## src/common/dwc_config.svh

```systemverilog
`ifndef DWC_CONFIG_SVH
`define DWC_CONFIG_SVH

////////////////////////////////////////////////////////////
// Converter widths
////////////////////////////////////////////////////////////

// Master side, one wide beat
`define DWC_DATA_IN_W 64

// Slave side, one narrow beat
`define DWC_DATA_OUT_W 32

// Slave beat count, length minus one
`define DWC_LEN_W 8

// Byte offset inside one wide beat
`define DWC_OFFS_W 3

// AXI size code
`define DWC_SIZE_W 3

`endif

```

## src/common/dwc_pkg.sv

```systemverilog
`include "dwc_config.svh"

package dwc_pkg;

   ////////////////////////////////////////////////////////////
   // Data and strobe vectors
   ////////////////////////////////////////////////////////////

   typedef logic [`DWC_DATA_IN_W-1:0]      wide_data_t;
   typedef logic [`DWC_DATA_IN_W/8-1:0]    wide_strb_t;
   typedef logic [`DWC_DATA_OUT_W-1:0]     narrow_data_t;
   typedef logic [`DWC_DATA_OUT_W/8-1:0]   narrow_strb_t;

   ////////////////////////////////////////////////////////////
   // Command fields
   ////////////////////////////////////////////////////////////

   typedef logic [`DWC_OFFS_W-1:0] byte_offs_t;
   typedef logic [`DWC_LEN_W-1:0]  beat_cnt_t;
   typedef logic [`DWC_SIZE_W-1:0] axi_size_t;

   // Four-phase command load
   typedef enum logic [1:0] {
      CMD_IDLE,
      CMD_ACK,
      CMD_BUSY
   } cmd_state_e;

endpackage

```

## src/dwc/lane_sequencer.sv

```systemverilog
`timescale 1ns/1ns
`include "dwc_config.svh"

module lane_sequencer
   import dwc_pkg::*;
(
   input  logic         ACLK,
   input  logic         sysReset,
   input  logic         cmd_active,
   input  byte_offs_t   start_offs,
   input  axi_size_t    beat_size,
   input  beat_cnt_t    beat_len,
   input  logic         buf_full,
   input  wide_data_t   buf_data,
   input  wide_strb_t   buf_strb,
   input  logic         s_wready,
   output logic         s_wvalid,
   output narrow_data_t s_wdata,
   output narrow_strb_t s_wstrb,
   output logic         s_wlast,
   output logic         lane_done,
   output logic         burst_done
);

   localparam int LANE_BYTES = `DWC_DATA_OUT_W / 8;
   localparam int LANE_SHIFT = $clog2(LANE_BYTES);

   logic       seq_live;
   byte_offs_t cur_offs;
   beat_cnt_t  beat_cnt;
   byte_offs_t step;
   byte_offs_t size_mask;
   byte_offs_t aligned_offs;
   byte_offs_t next_offs;
   logic       offs_wrap;
   logic       s_hs;
   logic [`DWC_OFFS_W-LANE_SHIFT-1:0] lane;

   ////////////////////////////////////////////////////////////
   // Address stepping
   ////////////////////////////////////////////////////////////

   assign step         = byte_offs_t'(1) << beat_size;
   assign size_mask    = step - byte_offs_t'(1);
   assign aligned_offs = cur_offs & ~size_mask;
   assign next_offs    = aligned_offs + step;

   // Next beat falls into the following wide beat
   assign offs_wrap = (next_offs < cur_offs);

   assign lane = cur_offs[`DWC_OFFS_W-1:LANE_SHIFT];

   ////////////////////////////////////////////////////////////
   // Slave channel
   ////////////////////////////////////////////////////////////

   assign s_wvalid = seq_live && buf_full;
   assign s_wdata  = buf_data[lane*`DWC_DATA_OUT_W +: `DWC_DATA_OUT_W];
   assign s_wstrb  = buf_strb[lane*LANE_BYTES +: LANE_BYTES];
   assign s_wlast  = s_wvalid && (beat_cnt == beat_len);

   assign s_hs       = s_wvalid && s_wready;
   assign lane_done  = s_hs && (offs_wrap || s_wlast);
   assign burst_done = s_hs && s_wlast;

   always_ff @(posedge ACLK or negedge sysReset)
   begin
      if (!sysReset)
      begin
         seq_live <= 1'b0;
         cur_offs <= '0;
         beat_cnt <= '0;
      end
      else
      begin
         if (burst_done)
         begin
            seq_live <= 1'b0;
         end
         else if (cmd_active && !seq_live)
         begin
            // New command, reload from its fields
            seq_live <= 1'b1;
            cur_offs <= start_offs;
            beat_cnt <= '0;
         end
         else if (s_hs)
         begin
            cur_offs <= next_offs;
            beat_cnt <= beat_cnt + beat_cnt_t'(1);
         end
      end
   end

endmodule

```

## src/dwc/wdata_buffer.sv

```systemverilog
`timescale 1ns/1ns
`include "dwc_config.svh"

module wdata_buffer
   import dwc_pkg::*;
(
   input  logic       ACLK,
   input  logic       sysReset,
   input  logic       cmd_active,
   input  logic       m_wvalid,
   input  wide_data_t m_wdata,
   input  wide_strb_t m_wstrb,
   input  logic       lane_done,
   output logic       m_wready,
   output logic       buf_full,
   output wide_data_t buf_data,
   output wide_strb_t buf_strb
);

   logic m_hs;

   ////////////////////////////////////////////////////////////
   // Master side acceptance
   ////////////////////////////////////////////////////////////

   // Empty slot, or the held beat leaves on this edge
   assign m_wready = cmd_active && (!buf_full || lane_done);
   assign m_hs     = m_wvalid && m_wready;

   always_ff @(posedge ACLK or negedge sysReset)
   begin
      if (!sysReset)
      begin
         buf_full <= 1'b0;
      end
      else
      begin
         if (m_hs)
         begin
            buf_full <= 1'b1;
         end
         else if (lane_done)
         begin
            buf_full <= 1'b0;
         end
      end
   end

   // Held beat and strobes
   always_ff @(posedge ACLK)
   begin
      if (m_hs)
      begin
         buf_data <= m_wdata;
         buf_strb <= m_wstrb;
      end
   end

endmodule

```

## src/dwc/wr_cmd_regs.sv

```systemverilog
`timescale 1ns/1ns
`include "dwc_config.svh"

module wr_cmd_regs
   import dwc_pkg::*;
(
   input  logic       ACLK,
   input  logic       sysReset,
   input  logic       cmd_req,
   input  byte_offs_t cmd_addr,
   input  axi_size_t  cmd_size,
   input  beat_cnt_t  cmd_len,
   input  logic       burst_done,
   output logic       cmd_ack,
   output logic       cmd_active,
   output byte_offs_t start_offs,
   output axi_size_t  beat_size,
   output beat_cnt_t  beat_len
);

   cmd_state_e state;
   logic       load_cmd;

   assign load_cmd = (state == CMD_IDLE) && cmd_req;
   assign cmd_ack  = (state == CMD_ACK);

   ////////////////////////////////////////////////////////////
   // Handshake FSM
   ////////////////////////////////////////////////////////////

   always_ff @(posedge ACLK or negedge sysReset)
   begin
      if (!sysReset)
      begin
         state      <= CMD_IDLE;
         cmd_active <= 1'b0;
      end
      else
      begin
         case (state)
            CMD_IDLE:
            begin
               if (cmd_req)
               begin
                  state <= CMD_ACK;
               end
            end
            CMD_ACK:
            begin
               if (!cmd_req)
               begin
                  state <= CMD_BUSY;
               end
            end
            CMD_BUSY:
            begin
               // Burst may already have ended while req was still high
               if (burst_done || !cmd_active)
               begin
                  state <= CMD_IDLE;
               end
            end
            default:
            begin
               state <= CMD_IDLE;
            end
         endcase

         if (load_cmd)
         begin
            cmd_active <= 1'b1;
         end
         else if (burst_done)
         begin
            cmd_active <= 1'b0;
         end
      end
   end

   // Command fields, held until the next load
   always_ff @(posedge ACLK)
   begin
      if (load_cmd)
      begin
         start_offs <= cmd_addr;
         beat_size  <= cmd_size;
         beat_len   <= cmd_len;
      end
   end

endmodule

```

## src/dwc_write_top.sv

```systemverilog
`timescale 1ns/1ns
`include "dwc_config.svh"

module dwc_write_top
   import dwc_pkg::*;
(
   input  logic         ACLK,
   input  logic         sysReset,
   // Command port
   input  logic         cmd_req,
   input  byte_offs_t   cmd_addr,
   input  axi_size_t    cmd_size,
   input  beat_cnt_t    cmd_len,
   output logic         cmd_ack,
   // Master write channel
   input  logic         m_wvalid,
   input  wide_data_t   m_wdata,
   input  wide_strb_t   m_wstrb,
   output logic         m_wready,
   // Slave write channel
   input  logic         s_wready,
   output logic         s_wvalid,
   output narrow_data_t s_wdata,
   output narrow_strb_t s_wstrb,
   output logic         s_wlast
);

   logic       cmd_active;
   byte_offs_t start_offs;
   axi_size_t  beat_size;
   beat_cnt_t  beat_len;
   logic       burst_done;
   logic       lane_done;
   logic       buf_full;
   wide_data_t buf_data;
   wide_strb_t buf_strb;

   ////////////////////////////////////////////////////////////
   // Command, buffer and sequencer
   ////////////////////////////////////////////////////////////

   wr_cmd_regs u_cmd (
      .ACLK       (ACLK),
      .sysReset   (sysReset),
      .cmd_req    (cmd_req),
      .cmd_addr   (cmd_addr),
      .cmd_size   (cmd_size),
      .cmd_len    (cmd_len),
      .burst_done (burst_done),
      .cmd_ack    (cmd_ack),
      .cmd_active (cmd_active),
      .start_offs (start_offs),
      .beat_size  (beat_size),
      .beat_len   (beat_len)
   );

   wdata_buffer u_buf (
      .ACLK       (ACLK),
      .sysReset   (sysReset),
      .cmd_active (cmd_active),
      .m_wvalid   (m_wvalid),
      .m_wdata    (m_wdata),
      .m_wstrb    (m_wstrb),
      .lane_done  (lane_done),
      .m_wready   (m_wready),
      .buf_full   (buf_full),
      .buf_data   (buf_data),
      .buf_strb   (buf_strb)
   );

   lane_sequencer u_seq (
      .ACLK       (ACLK),
      .sysReset   (sysReset),
      .cmd_active (cmd_active),
      .start_offs (start_offs),
      .beat_size  (beat_size),
      .beat_len   (beat_len),
      .buf_full   (buf_full),
      .buf_data   (buf_data),
      .buf_strb   (buf_strb),
      .s_wready   (s_wready),
      .s_wvalid   (s_wvalid),
      .s_wdata    (s_wdata),
      .s_wstrb    (s_wstrb),
      .s_wlast    (s_wlast),
      .lane_done  (lane_done),
      .burst_done (burst_done)
   );

endmodule

```

## config.mk

```make
export PLATFORM = sky130hd
export DESIGN_NAME = dwc_write_top
export DESIGN_NICKNAME = d
export VERILOG_FILES = /design/src/common/dwc_pkg.sv /design/src/dwc/lane_sequencer.sv /design/src/dwc/wdata_buffer.sv /design/src/dwc/wr_cmd_regs.sv /design/src/dwc_write_top.sv
export VERILOG_INCLUDE_DIRS = /design/src /design/src/common
export SDC_FILE = /design/constraint.sdc
export NUM_CORES = 1
export LEC_CHECK = 0
export BUFFER_PORTS_ARGS = -buffer_cell sky130_fd_sc_hd__buf_2
export CORE_MARGIN = 1
export CORE_UTILIZATION = 43
export CTS_CLUSTER_SIZE = 20
export DETAILED_ROUTE_END_ITERATION = 10
export PLACE_DENSITY = 0.72
export SLEW_MARGIN = 15
export SYNTH_ARGS = -nofsm -noshare
export SYNTH_HDL_FRONTEND = slang
export SYNTH_SLANG_ARGS = --single-unit
export TNS_END_PERCENT = 10
```

## constraint.sdc

```tcl
create_clock -name ACLK -period 5.8 [get_ports ACLK]
set_input_delay 0.87 -clock ACLK [delete_from_list [all_inputs] [get_ports ACLK]]
set_output_delay 0.87 -clock ACLK [all_outputs]
set_load 0.01 [all_outputs]
```

### Yosys cells after proc, flatten, opt, wreduce, memory -nomap -nowiden

Cells that the tools add are included.

* shift operators: 3
* eq/ne operators: 6
* $add $sub $neg: 3
* muxes and demuxes: 14
* bitwise logic cells: 3
* reduce and logical (&&, ||, !) cells: 22
* $lt $le $gt $ge: 1

Operator list (count)
* $shiftx A64 B7 Y32: 1
* $mux W8: 2
* $logic_and A1 B1 Y1: 9
* $add A8 B1 Y8 const B: 1
* $eq A8 B8 Y1: 1
* $reduce_bool A2 Y1: 4
* $shiftx A8 B4 Y4: 1
* $mux W1: 6
* $mux W2: 3
* $mux W3: 2
* $pmux W2 S3: 1
* $ne A2 B2 Y1 const B: 2
* $add A3 B3 Y3: 1
* $and A3 B3 Y3: 1
* $logic_not A1 Y1: 3
* $logic_or A1 B1 Y1: 3
* $lt A3 B3 Y1: 1
* $not A3 Y3: 1
* $reduce_and A3 Y1: 1
* $shl A1 B3 Y3 const A: 1
* $sub A3 B1 Y3 const B: 1
* $eq A2 B1 Y1 const B: 1
* $eq A2 B2 Y1 const B: 1
* $logic_not A2 Y1: 1
* 3 further kinds: 3

* input port bits: 91
* word-level logic and storage cells: 63
* output and inout port bits: 40
* flip-flop bits (word level): 102

### Depth between registers and ports, before layout

Gate-level depths: netlist of the first run.

* word-level depth: 12
* depth in mapped cells: 12
* gate-level depth less buffers: 12

### Cells and area by module

From an unflattened synthesis of the first run, not the netlist that was laid out.

* cell total of the unflattened synthesis: 244
* area, all modules: 4087.7 um^2

By module, submodules not included
* wdata_buffer: sequential area each 2187.1 um^2, area an instance 2230.9 um^2, cells each 78, times used 1
* lane_sequencer: sequential area each 300.3 um^2, area an instance 1307.5 um^2, cells each 141, times used 1
* wr_cmd_regs: sequential area each 495.5 um^2, area an instance 549.3 um^2, cells each 25, times used 1

### Worst setup path after synthesis of the first run

OpenSTA, ideal clock, no wires.

* kind: reg2reg
* start point: reg u_cmd.beat_size[1]
* end point: reg u_buf.buf_data[0] (enable)
* setup slack: -0.149 ns
* period minus slack after synthesis: 5.949 ns
* library setup time: 0.511 ns
* required time: 5.289 ns
* path buffers: 0
* arrival time: 5.438 ns
* stages on the path, launching flop included: 12
* cells stage by stage: edfxtp_1 nor4_1 ha_1 nor2b_1 a31o_2 a21oi_1 a21boi_1 ha_1 o21a_1 o21ai_0 a2bb2oi_2 nor2b_1

* longest elaborated chain between the ends: 11

Ends and longest elaborated chain
* start, declared: line wr_cmd_regs.sv:17 `output axi_size_t beat_size,`
* start signal, assigned: line wr_cmd_regs.sv:86 `beat_size <= cmd_size;`
* $shl A1 B3 Y3 (*): line lane_sequencer.sv:43 `assign step = byte_offs_t'(1) << beat_size;`
* $sub A3 B1 Y3: line lane_sequencer.sv:44 `assign size_mask = step - byte_offs_t'(1);`
* $not A3 Y3: line lane_sequencer.sv:45 `assign aligned_offs = cur_offs & ~size_mask;`
* $and A3 B3 Y3: line lane_sequencer.sv:45
* $add A3 B3 Y3 (*): line lane_sequencer.sv:46 `assign next_offs = aligned_offs + step;`
* $lt A3 B3 Y1 (*): line lane_sequencer.sv:49 `assign offs_wrap = (next_offs < cur_offs);`
* $logic_or A1 B1 Y1 (*): line lane_sequencer.sv:63 `assign lane_done = s_hs && (offs_wrap || s_wlast);`
* $logic_and A1 B1 Y1 (*): line lane_sequencer.sv:63
* $logic_or A1 B1 Y1 (*): line wdata_buffer.sv:27 `assign m_wready = cmd_active && (!buf_full || lane_done);`
* $logic_and A1 B1 Y1 (*): line wdata_buffer.sv:27
* $logic_and A1 B1 Y1 (*): line wdata_buffer.sv:28 `assign m_hs = m_wvalid && m_wready;`
* named net u_buf.m_hs: line wdata_buffer.sv:20 `logic m_hs;`
* end signal, assigned: line wdata_buffer.sv:54 `buf_data <= m_wdata;`
* end, declared: line wdata_buffer.sv:16 `output wide_data_t buf_data,`

Mark *: on every way through the listed nets, which the timed path passes. The rest lies on a longest branch.
A chain may end at the register's enable or synchronous reset.

### Final worst setup path of the first run

* start point: reg u_cmd.beat_size[1]
* end point: out m_wready

* longest elaborated chain between the ends: 10

Ends and longest elaborated chain
* $shl A1 B3 Y3 (*): line lane_sequencer.sv:43
* $sub A3 B1 Y3: line lane_sequencer.sv:44
* $not A3 Y3: line lane_sequencer.sv:45
* $and A3 B3 Y3: line lane_sequencer.sv:45
* $add A3 B3 Y3 (*): line lane_sequencer.sv:46
* $lt A3 B3 Y1 (*): line lane_sequencer.sv:49
* $logic_or A1 B1 Y1 (*): line lane_sequencer.sv:63
* $logic_and A1 B1 Y1 (*): line lane_sequencer.sv:63
* $logic_or A1 B1 Y1 (*): line wdata_buffer.sv:27
* $logic_and A1 B1 Y1 (*): line wdata_buffer.sv:27
* end, declared: line dwc_write_top.sv:19 `output logic m_wready,`

Mark *: on every way between the ends. The rest lies on a longest branch, timed or not.

==> summary.txt, run 1 <==
Clock network
  – Number of buffers added to fix hold violations after cts: 0
  – Count of cells resized by post-cts repair: 0
  – Library cell used as clock root buffer: sky130_fd_sc_hd__clkbuf_8
  – Number of buffers created by CTS: 9
  – Post-CTS clock slew at the launch and capture registers of the worst setup and hold paths: around 0.11 ns
  – Clk Latency, worst-skew pair: 0.36 ns
  – Number of levels the H-tree was split into: 3
  – Number of buffers on the longest clock path: 2
  – Post-CTS repair timing setup buffer count: 0
  – Clk sink count: a little over 100
  – CTS tree: done

GRT
  – All-layer global routing usage: 0.1613
  – Initial antenna violation count: 0
  – Largest net degree at the start of global routing: 73
  – Residual overflow from global routing: 0
  – Number of global-route vias before repair: 2526
  – First-pass GRT wire length: around 12000 um

Worst setup path
  – Flop-to-flop setup slack: about 1.9 ns
  – Critical R2R Launch: u_cmd.beat_size[1]$_DFFE_PP_
  – Crit start category: flip-flop
  – Reg-to-reg endpoint: u_buf.buf_data[45]$_DFFE_PP_
  – Worst endpoint data arrival time: between 3 and 4 ns
  – Reg2reg path depth: 12
  – Critical path start-end classification: flip-flop to output port
  – Critical-path maximum fanout: 7
  – Worst Setup End Kind: output port
  – Worst Path Required: just under 5 ns

Final layout
  – Final core utilization: 0.5467
  – Fillcell total: 781
  – Number of nets in the final layout: about 470
  – Fraction of layout cells with a size suffix above 1: 0.5039
  – Diode count: 0
  – Relative area change from synthesis to final layout: 24.01%

Floorplan
  – Number of top-level pins: 131
  – Overall die area: about 9800 um2
  – Floorplan die width: between 90 and 100 um
  – Overall die height: a little under 100 um
  – Initial Utilization: 0.4408
  – Area of the core: between 9000 and 10000 um2
  – Site row count: 35

Power and ir drop
  – Power per cell area: approximately 450 nW/um2
  – Peak VDD IR: between 0.2 and 0.25 mV
  – Standby leakage power: around 0.0020 uW

Routing
  – Via density: about 5
  – Pre-antenna DRT Iters: 4
  – Remaining antenna violation count after routing: 0
  – Remaining design rule violation count: 0
  – WL/cell: roughly 15 um
  – Total number of vias: roughly 2.5k
  – Violation count after the first detailed-route iteration: approximately 170
  – Total length of routed wires: 7613 um

STA
  – Setup-failing EPs final: 0
  – Total negative setup slack: 0 ns
  – Maximum clock skew at final layout: roughly 0.016 ns
  – Unrepaired setup endpoints after global routing: false
  – Slew headroom: 0.3387
  – Worst slew pin tran: 0.9860 ns
  – Achievable Freq: ~240 MHz
  – Minimum period implied by the final worst setup slack: between 4 and 5 ns
  – Period Utilization, post-route: 0.7116
  – Final hold vios: 0
  – Number of slew-limit violations in the final report: 0

Status
  – Outcome: finished, final reports clean

Logic synthesis
  – Top post-synthesis cells by area: sky130_fd_sc_hd__edfxtp_1 64%, sky130_fd_sc_hd__mux2_2 10%, sky130_fd_sc_hd__dfrtp_1 9.9%
  – Synth area leader: sky130_fd_sc_hd__edfxtp_1
  – Sequential share of the synthesized area: 0.7358
  – Gate Count Post-Synth: 241
  – Primary FF master, synth: sky130_fd_sc_hd__edfxtp_1
  – Mapped cell area: just over 4000 um2
  – Most numerous cell types in the synthesized netlist: 86 x sky130_fd_sc_hd__edfxtp_1, 36 x sky130_fd_sc_hd__mux2_2, 16 x sky130_fd_sc_hd__dfrtp_1, 11 x sky130_fd_sc_hd__nand2_1, 9 x sky130_fd_sc_hd__xnor2_1
  – Async set or reset register ratio after synthesis: 0.1569
  – Synth unique cells: 45
  – Count leader, synth: sky130_fd_sc_hd__edfxtp_1
  – Number of enable-type register cells in the synthesized netlist: 86
  – Proportion of netlist area held by the largest area contributor: 0.6370
  – Avg Synthesized Cell Area: between 15 and 20 um2
  – Syn nets: 336
  – YS warnings: 0
  – #FFs+latches synth: slightly above 100

Worst hold path
  – Worst min path class: input pin to asynchronous set/reset pin

Placement
  – Total of buffers placed on input and output ports: 130
  – Final RePlAce weighted congestion: 0.7534
  – Sum of net half-perimeters after detailed placement: 5488 um

Flow run
  – Max Cap Violations: 0
-- flip-flops by register name (all words and copies together), names as in the netlist --
register,cells
u_cmd.beat_len,8
u_cmd.cmd_active,1
u_seq.cur_offs,3
u_buf.buf_strb,8
u_cmd.start_offs,3
u_cmd.state,2
u_cmd.beat_size,3
u_buf.buf_full,1
u_buf.buf_data,64
u_seq.beat_cnt,8
u_seq.seq_live,1
-- per-layer routing --
metal,vias up,part of all wire,GRT usage
li1,1199,-,-
met5,-,0,0
met3,10,0.068,0.05411
met1,1201,0.39,0.1907
met2,89,0.52,0.2781
met4,0,0.017,0.05430
-- placed cells by master, fill, tap and decap left out, types with 2 or more instances in the layout --
| cell type | instances |
|---|---|
| sky130_fd_sc_hd__or4_1 | 3 |
| sky130_fd_sc_hd__dfrtp_1 | 15 |
| sky130_fd_sc_hd__o31ai_1 | 4 |
| sky130_fd_sc_hd__clkbuf_8 | 9 |
| sky130_fd_sc_hd__edfxtp_1 | 86 |
| sky130_fd_sc_hd__inv_8 | 3 |
| sky130_fd_sc_hd__nor4_1 | 2 |
| sky130_fd_sc_hd__ha_1 | 4 |
| sky130_fd_sc_hd__buf_2 | 130 |
| sky130_fd_sc_hd__o211ai_1 | 2 |
| sky130_fd_sc_hd__nor3_1 | 2 |
| sky130_fd_sc_hd__inv_1 | 5 |
| sky130_fd_sc_hd__nand3_1 | 6 |
| sky130_fd_sc_hd__nor2b_1 | 5 |
| sky130_fd_sc_hd__nand2_1 | 11 |
| sky130_fd_sc_hd__clkinv_4 | 2 |
| sky130_fd_sc_hd__xnor2_1 | 9 |
| sky130_fd_sc_hd__mux2_2 | 36 |
| sky130_fd_sc_hd__and2_1 | 2 |
| sky130_fd_sc_hd__a21oi_1 | 4 |
| sky130_fd_sc_hd__nand2b_1 | 2 |
| sky130_fd_sc_hd__o21a_1 | 2 |
| sky130_fd_sc_hd__nor2_1 | 6 |
| sky130_fd_sc_hd__o21ai_0 | 4 |
-- worst max-delay path: stages, from the launching register on --
cell and delay (ns):
sky130_fd_sc_hd__edfxtp_1 0.49, sky130_fd_sc_hd__nor4_1 0.33, sky130_fd_sc_hd__ha_1 0.29, sky130_fd_sc_hd__nor2b_1 0.09, sky130_fd_sc_hd__a31o_2 0.21, sky130_fd_sc_hd__a21oi_1 0.15
sky130_fd_sc_hd__a21boi_1 0.25, sky130_fd_sc_hd__ha_1 0.27, sky130_fd_sc_hd__o21a_1 0.10, sky130_fd_sc_hd__o21ai_0 0.25, sky130_fd_sc_hd__a2bb2oi_2 0.20, sky130_fd_sc_hd__and2_1 0.15
sky130_fd_sc_hd__buf_2 0.13
-- where the power goes --
group          leakage (uW)  internal (uW)  switching (uW)  total, uW
Combinational      0.000884            333             339        671
Sequential         0.000992           1020             141       1160
Clock             0.0000972            167             255        422
-- worst max-delay path by stage --
stage                                              end                    startpoint  slack, ns
after floorplan            u_buf.buf_data[0]$_DFFE_PP_  u_cmd.beat_size[1]$_DFFE_PP_       1.23
after global placement    u_buf.buf_data[22]$_DFFE_PP_  u_cmd.beat_size[1]$_DFFE_PP_       2.21
after detailed placement  u_buf.buf_data[22]$_DFFE_PP_  u_cmd.beat_size[1]$_DFFE_PP_       2.01
after CTS                                     m_wready  u_cmd.beat_size[1]$_DFFE_PP_       1.64
after global routing                          m_wready  u_cmd.beat_size[1]$_DFFE_PP_       1.46
final                                         m_wready  u_cmd.beat_size[1]$_DFFE_PP_       1.67
-- through the flow --
stage	cells	setup slack, ns	power (uW)	cell area (um2)	hold slack (ns)
after global placement	476	2.207	1831	4833	0.4751
after detailed placement	476	2.014	1855	4833	0.4605
after CTS	492	1.641	2277	5021	0.4173
after floorplan	241	1.227	1598	4056	0.4318
final	492	1.673	2257	5027	0.4140
after global routing	492	1.463	2388	5027	0.4116
-- kinds of logic after synthesis --
group                      Yosys count  synth area share
DFF                                102            0.7358
and+or+nand+nor                     46           0.06173
muxes                               36            0.1000
AOI/OAI and AO/OA                   31           0.05741
buffers and inverters               13           0.01327
xor gates and xnor gates             9           0.01945
adders and majority gates            4           0.01235
-- cell type report --
type / count / area, um2 / share of cell area
clock buffer: 9 / 123.9 / 0.02464
clock inverter: 7 / 63.81 / 0.01269
inverter: 6 / 22.52 / 0.004480
multi-input combinational: 126 / 1036 / 0.2061
sequential: 102 / 2984 / 0.5936
tap: 111 / 138.9 / 0.02763
timing repair buffer: 131 / 658.1 / 0.1309
Note: power is estimated with default switching activity, not from simulation.
==> inputs of run 2 (changes only) <==
- PLACE_DENSITY: 0.72 -> 0.69
- clock period: 5.8 -> 4.31 ns (I/O delays scaled with it)
==> run 2 against run 1 <==
Net effect: hold slack got worse by 0.24 ns; sequential share of layout area fell by 0.28 points; wire length rose by 1.4%; register-to-register slack got worse by 1.2 ns; cell area increased by 0.47%.
==> summary.txt, run 2 (synthesis gave the netlist of run 1 again) <==
GRT
  – Initial antenna violation count: 0
  – All-layer global routing usage: 0.1622
  – Number of global-route vias before repair: ~2.5k
  – Residual overflow from global routing: 0
  – Largest net degree at the start of global routing: between 60 and 70
  – GR Layer Usage met2: 0.2668
  – Met1 Use GR: 0.1987
  – First-pass GRT wire length: between 10000 and 15000 um
  – Busiest grt layer: met2
  – Met3 Use GR: 0.05341

Floorplan
  – Number of top-level pins: approximately 130
  – Area of the core: 9196 um2
  – Overall die height: ~99 um
  – Floorplan die width: 99.10 um
  – Site row count: 35
  – Overall die area: 9820 um2
  – Initial Utilization: 0.4408

Power and ir drop
  – Net switching power: roughly 990 uW
  – Power per cell area: between 600 and 700 nW/um2
  – Peak VDD IR: around 0.36 mV
  – Net switching fraction of the power: 0.3252
  – Clock share of power: 0.188
  – Total power of the final layout: 3055 uW
  – Internal: a little over 2000 uW
  – Share of total power in sequential cells: 0.488
  – Standby leakage power: slightly below 0.002 uW
  – Portion of total power attributed to combinational logic: 0.325

STA
  – Number of slew-limit violations in the final report: 0
  – Least setup slack across all paths after layout: 0.4906 ns
  – Minimum period implied by the final worst setup slack: ~3.8 ns
  – Total negative setup slack: 0 ns
  – Unrepaired setup endpoints after global routing: false
  – Slew headroom: 0.3502
  – Period Utilization, post-route: 0.8862
  – Maximum clock skew at final layout: between 0.015 and 0.02 ns
  – Setup-failing EPs final: 0
  – Final hold vios: 0
  – Achievable Freq: ~260 MHz
  – Worst slew pin tran: approximately 0.97 ns
  – Worst Hold Margin: between 0.15 and 0.2 ns

Final layout
  – Relative area change from synthesis to final layout: 24.60%
  – Highest-count cells in the layout ignoring fill and taps: 130 x sky130_fd_sc_hd__buf_2, 86 x sky130_fd_sc_hd__edfxtp_1, 36 x sky130_fd_sc_hd__mux2_2
  – Most common cell after layout, fill and taps aside: sky130_fd_sc_hd__buf_2
  – Number of flip-flops in the largest register: 64
  – Fraction of layout cells with a size suffix above 1: 0.5065
  – Number of nets in the final layout: between 400 and 500
  – Diode count: 0
  – Largest register by flop count: u_buf.buf_data
  – Fillcell total: roughly 760
  – Final core utilization: 0.5493

Worst hold path
  – Worst min path class: input pin to asynchronous set/reset pin

Routing
  – Via density: between 5 and 6
  – Remaining design rule violation count: 0
  – Pre-antenna DRT Iters: 5
  – Violation count after the first detailed-route iteration: 84
  – Total length of routed wires: slightly below 8000 um
  – Total number of vias: about 2.5k
  – Remaining antenna violation count after routing: 0
  – WL/cell: about 16 um

Clock network
  – Count of cells resized by post-cts repair: 0
  – Number of buffers on the longest clock path: 2
  – Number of buffers added to fix hold violations after cts: 0
  – CTS tree: done
  – Number of levels the H-tree was split into: 3
  – Clk sink count: 102
  – Library cell used as clock root buffer: sky130_fd_sc_hd__clkbuf_8
  – Post-CTS repair timing setup buffer count: 0
  – Number of buffers created by CTS: 9
  – Post-CTS clock slew at the launch and capture registers of the worst setup and hold paths: 0.11 ns
  – Clk Latency, worst-skew pair: 0.37 ns

Worst setup path
  – Crit start category: flip-flop
  – Flop-to-flop setup slack: between 0.7 and 0.8 ns
  – Critical path start-end classification: flip-flop to output port
  – Worst Path Required: around 3.7 ns
  – Worst Setup End Kind: output port
  – Critical-path maximum fanout: 6
  – Worst endpoint data arrival time: 3.17 ns

Placement
  – Sum of net half-perimeters after detailed placement: approximately 5400 um
  – Total of buffers placed on input and output ports: 130
  – Worst-case setup slack after placement: 0.7269 ns
  – Final RePlAce weighted congestion: slightly below 0.8

Flow run
  – Max Cap Violations: 0

Status
  – Outcome: finished, final reports clean
[run 2: cell count changes in the layout (fill, tap and decap cells not counted)]
| cell | before | now |
|---|---|---|
| sky130_fd_sc_hd__buf_12 | 0 | 1 |
| sky130_fd_sc_hd__buf_4 | 1 | 2 |
| sky130_fd_sc_hd__clkinv_8 | 0 | 1 |
| sky130_fd_sc_hd__inv_6 | 1 | 2 |
| sky130_fd_sc_hd__inv_8 | 3 | 1 |
| sky130_fd_sc_hd__nor3_2 | 0 | 1 |
| sky130_fd_sc_hd__nor3_4 | 1 | 0 |
[run 2: worst paths after layout]
kind,startpoint,end,cells after the start
worst max register to register,u_cmd.beat_size[2]$_DFFE_PP_,u_buf.buf_data[55]$_DFFE_PP_,12
max in group asynchronous,sysReset,u_seq.cur_offs[2]$_DFFE_PN0P_,1
worst max-delay path,u_cmd.beat_size[2]$_DFFE_PP_,m_wready,12
worst min register to register,u_cmd.start_offs[0]$_DFFE_PP_,u_seq.cur_offs[0]$_DFFE_PN0P_,2
worst min-delay path,sysReset,u_cmd.cmd_active$_DFFE_PN0P_,1
min in group ACLK,m_wstrb[3],u_buf.buf_strb[3]$_DFFE_PP_,1
[run 2: worst max-delay path, cell delays in order (launching register included)]
cell and delay, ns:
sky130_fd_sc_hd__edfxtp_1 0.48, sky130_fd_sc_hd__nor4_1 0.34, sky130_fd_sc_hd__ha_1 0.30, sky130_fd_sc_hd__nor2b_1 0.08
sky130_fd_sc_hd__a31o_2 0.21, sky130_fd_sc_hd__a21oi_1 0.13, sky130_fd_sc_hd__a21boi_1 0.25, sky130_fd_sc_hd__ha_1 0.27
sky130_fd_sc_hd__o21a_1 0.10, sky130_fd_sc_hd__o21ai_0 0.20, sky130_fd_sc_hd__a2bb2oi_2 0.20, sky130_fd_sc_hd__and2_1 0.14
sky130_fd_sc_hd__buf_2 0.12
[run 2: per-stage QoR]
stage                     cell area, um2  std cells
after global routing                5051        494
after detailed placement            4861        478
after floorplan                     4061        241
after global placement              4861        478
after CTS                           5051        494
final                               5051        494
[run 2: cell type report]
type | count | area (um2) | share of cell area
Tap cell | 111 | 138.9 | 0.02750
Clock inverter | 7 | 66.31 | 0.01313
Inverter | 6 | 22.52 | 0.004459
Timing Repair Buffer | 133 | 685.7 | 0.1357
Clock buffer | 9 | 123.9 | 0.02452
Multi-Input combinational cell | 126 | 1030 | 0.2039
Sequential cell | 102 | 2984 | 0.5908
[run 2: power by group through the flow]
stage / combinational (uW) / clock [uW] / sequential [uW]
2_1_floorplan: 671 / 0 / 1480
3_3_place_gp: 988 / 0 / 1500
3_5_place_dp: 1000 / 0 / 1520
4_1_cts: 1010 / 588 / 1490
5_1_grt: 1090 / 623 / 1520
6_report: 992 / 573 / 1490
[run 2: routing by layer]
| metal | vias to the layer above | routed length, um |
|---|---|---|
| met3 | 7 | 464 |
| met5 | - | 0 |
| met2 | 76 | 3890 |
| met1 | 1190 | 3275 |
| met4 | 0 | 88 |
| li1 | 1201 | - |
==> inputs of run 3 (changes only) <==
- CORE_UTILIZATION: 43 -> 45
- PLACE_DENSITY: 0.69 -> 0.77
- SETUP_SLACK_MARGIN: not set -> 0.15
==> run 3 against run 2 <==
Net effect: fmax down 1.4%; largest power group unchanged; cell count down 0.81%; core utilization up 2.9 points; clock-buffer cell count unchanged; clock power down 1%.
==> summary.txt, run 3 (synthesis gave the netlist of run 1 again) <==
STA
  – Setup-failing EPs final: 0
  – Period Utilization, post-route: 0.8991
  – Worst Hold Margin: approximately 0.18 ns
  – Worst slew pin tran: ~0.94 ns
  – Unrepaired setup endpoints after global routing: false
  – Final hold vios: 0
  – Minimum period implied by the final worst setup slack: 3.875 ns
  – Achievable Freq: between 200 and 300 MHz
  – Maximum clock skew at final layout: between 0.015 and 0.02 ns
  – Number of slew-limit violations in the final report: 0
  – Total negative setup slack: 0 ns
  – Slew headroom: 0.3693

Placement
  – Final RePlAce weighted congestion: around 0.78
  – Total of buffers placed on input and output ports: 130
  – Sum of net half-perimeters after detailed placement: ~5600 um

Worst setup path
  – Critical path start-end classification: flip-flop to output port
  – Critical-path maximum fanout: 6
  – Worst Setup End Kind: output port
  – Flop-to-flop setup slack: around 0.81 ns
  – Worst Path Required: 3.66 ns
  – Worst endpoint data arrival time: 3.23 ns
  – Crit start category: flip-flop

Clock network
  – Number of buffers on the longest clock path: 2
  – Clk Latency, worst-skew pair: between 0.3 and 0.4 ns
  – Clk sink count: 102
  – Number of buffers created by CTS: 9
  – Post-CTS clock slew at the launch and capture registers of the worst setup and hold paths: 0.11 ns
  – Count of cells resized by post-cts repair: 0
  – Number of buffers added to fix hold violations after cts: 0
  – Library cell used as clock root buffer: sky130_fd_sc_hd__clkbuf_8
  – CTS tree: done
  – Number of levels the H-tree was split into: 3
  – Post-CTS repair timing setup buffer count: 0

GRT
  – Initial antenna violation count: 0
  – Number of global-route vias before repair: approximately 2.6k
  – Residual overflow from global routing: 0
  – First-pass GRT wire length: approximately 12000 um
  – Largest net degree at the start of global routing: between 70 and 80
  – All-layer global routing usage: 0.1672

Routing
  – Pre-antenna DRT Iters: 4
  – Total number of vias: between 2k and 3k
  – Remaining antenna violation count after routing: 0
  – Violation count after the first detailed-route iteration: around 120
  – Total length of routed wires: around 7700 um
  – Via density: roughly 5.1
  – Remaining design rule violation count: 0
  – WL/cell: about 16 um

Final layout
  – Highest-count cells in the layout ignoring fill and taps: 130 x sky130_fd_sc_hd__buf_2, 86 x sky130_fd_sc_hd__edfxtp_1, 36 x sky130_fd_sc_hd__mux2_2
  – Diode count: 0
  – Largest register by flop count: u_buf.buf_data
  – Number of flip-flops in the largest register: between 60 and 70
  – Number of nets in the final layout: about 470
  – Fraction of layout cells with a size suffix above 1: 0.5079
  – Most common cell after layout, fill and taps aside: sky130_fd_sc_hd__buf_2
  – Relative area change from synthesis to final layout: 24.41%
  – Final core utilization: 0.5783
  – Fillcell total: 704

Power and ir drop
  – Standby leakage power: slightly below 0.002 uW
  – Peak VDD IR: roughly 0.34 mV
  – Power per cell area: between 600 and 700 nW/um2

Floorplan
  – Initial Utilization: 0.4648
  – Number of top-level pins: approximately 130
  – Overall die height: roughly 97 um
  – Floorplan die width: approximately 97 um
  – Site row count: 34
  – Area of the core: around 8700 um2
  – Overall die area: 9393 um2

Flow run
  – Max Cap Violations: 0

Worst hold path
  – Worst min path class: input pin to asynchronous set/reset pin

Status
  – Outcome: finished, final reports clean
==> run 3: metal layers <==
layer  vias up  track usage  wire length [um]  share of wire
met3        13      0.05853               539          0.070
met1      1200       0.1912              3024           0.40
li1       1202            -                 -              -
met5         -            0                 0              0
met4         0      0.07118               144          0.019
met2        87       0.2839              3945           0.52
==> run 3: layout make-up <==
type                            count  area, um2  share of cell area
Inverter                            6      22.52            0.004465
Tap cell                          108      135.1             0.02679
Clock inverter                      7      63.81             0.01265
Multi-Input combinational cell    126       1036              0.2054
Sequential cell                   102       2984              0.5917
Timing Repair Buffer              132      678.2              0.1345
Clock buffer                        9      123.9             0.02456
==> run 3: stage by stage <==
step	std cells	cell area [um2]	power (uW)	worst slack (ns)
3_3_place_gp	474	4850	2476	1.046
2_1_floorplan	241	4061	2149	0.5252
3_5_place_dp	474	4850	2513	0.8900
4_1_cts	490	5037	3083	0.4627
6_report	490	5044	3053	0.4347
5_1_grt	490	5044	3228	0.1647
==> run 3: worst paths after layout <==
kind / startpoint / to / depth (start not counted)
min: sysReset / u_buf.buf_full$_DFFE_PN0P_ / 1
max in group asynchronous: sysReset / u_seq.cur_offs[2]$_DFFE_PN0P_ / 1
max: u_cmd.beat_size[0]$_DFFE_PP_ / m_wready / 13
min in group ACLK: cmd_len[5] / u_cmd.beat_len[5]$_DFFE_PP_ / 1
min reg2reg: u_cmd.start_offs[0]$_DFFE_PP_ / u_seq.cur_offs[0]$_DFFE_PN0P_ / 2
max reg2reg: u_cmd.beat_size[0]$_DFFE_PP_ / u_buf.buf_data[30]$_DFFE_PP_ / 13
==> run 3: worst max-delay path, stage by stage (launching register included) <==
cell                        delay (ns)
sky130_fd_sc_hd__edfxtp_1         0.49
sky130_fd_sc_hd__xnor2_1          0.17
sky130_fd_sc_hd__nor3_1           0.24
sky130_fd_sc_hd__ha_1             0.29
sky130_fd_sc_hd__nor2b_1          0.09
sky130_fd_sc_hd__a31o_2           0.22
sky130_fd_sc_hd__a21oi_1          0.13
sky130_fd_sc_hd__a21boi_1         0.22
sky130_fd_sc_hd__ha_1             0.27
sky130_fd_sc_hd__o21a_1           0.11
sky130_fd_sc_hd__o21ai_0          0.19
sky130_fd_sc_hd__a2bb2oi_2        0.19
sky130_fd_sc_hd__and2_1           0.14
sky130_fd_sc_hd__buf_2            0.12
==> run 3: power breakdown <==
group,switching (uW),total (uW),leakage [uW],internal (uW)
sequential,162,1540,0.000992,1370
clock,345,567,0.0000899,222
combinational,487,950,0.000892,463
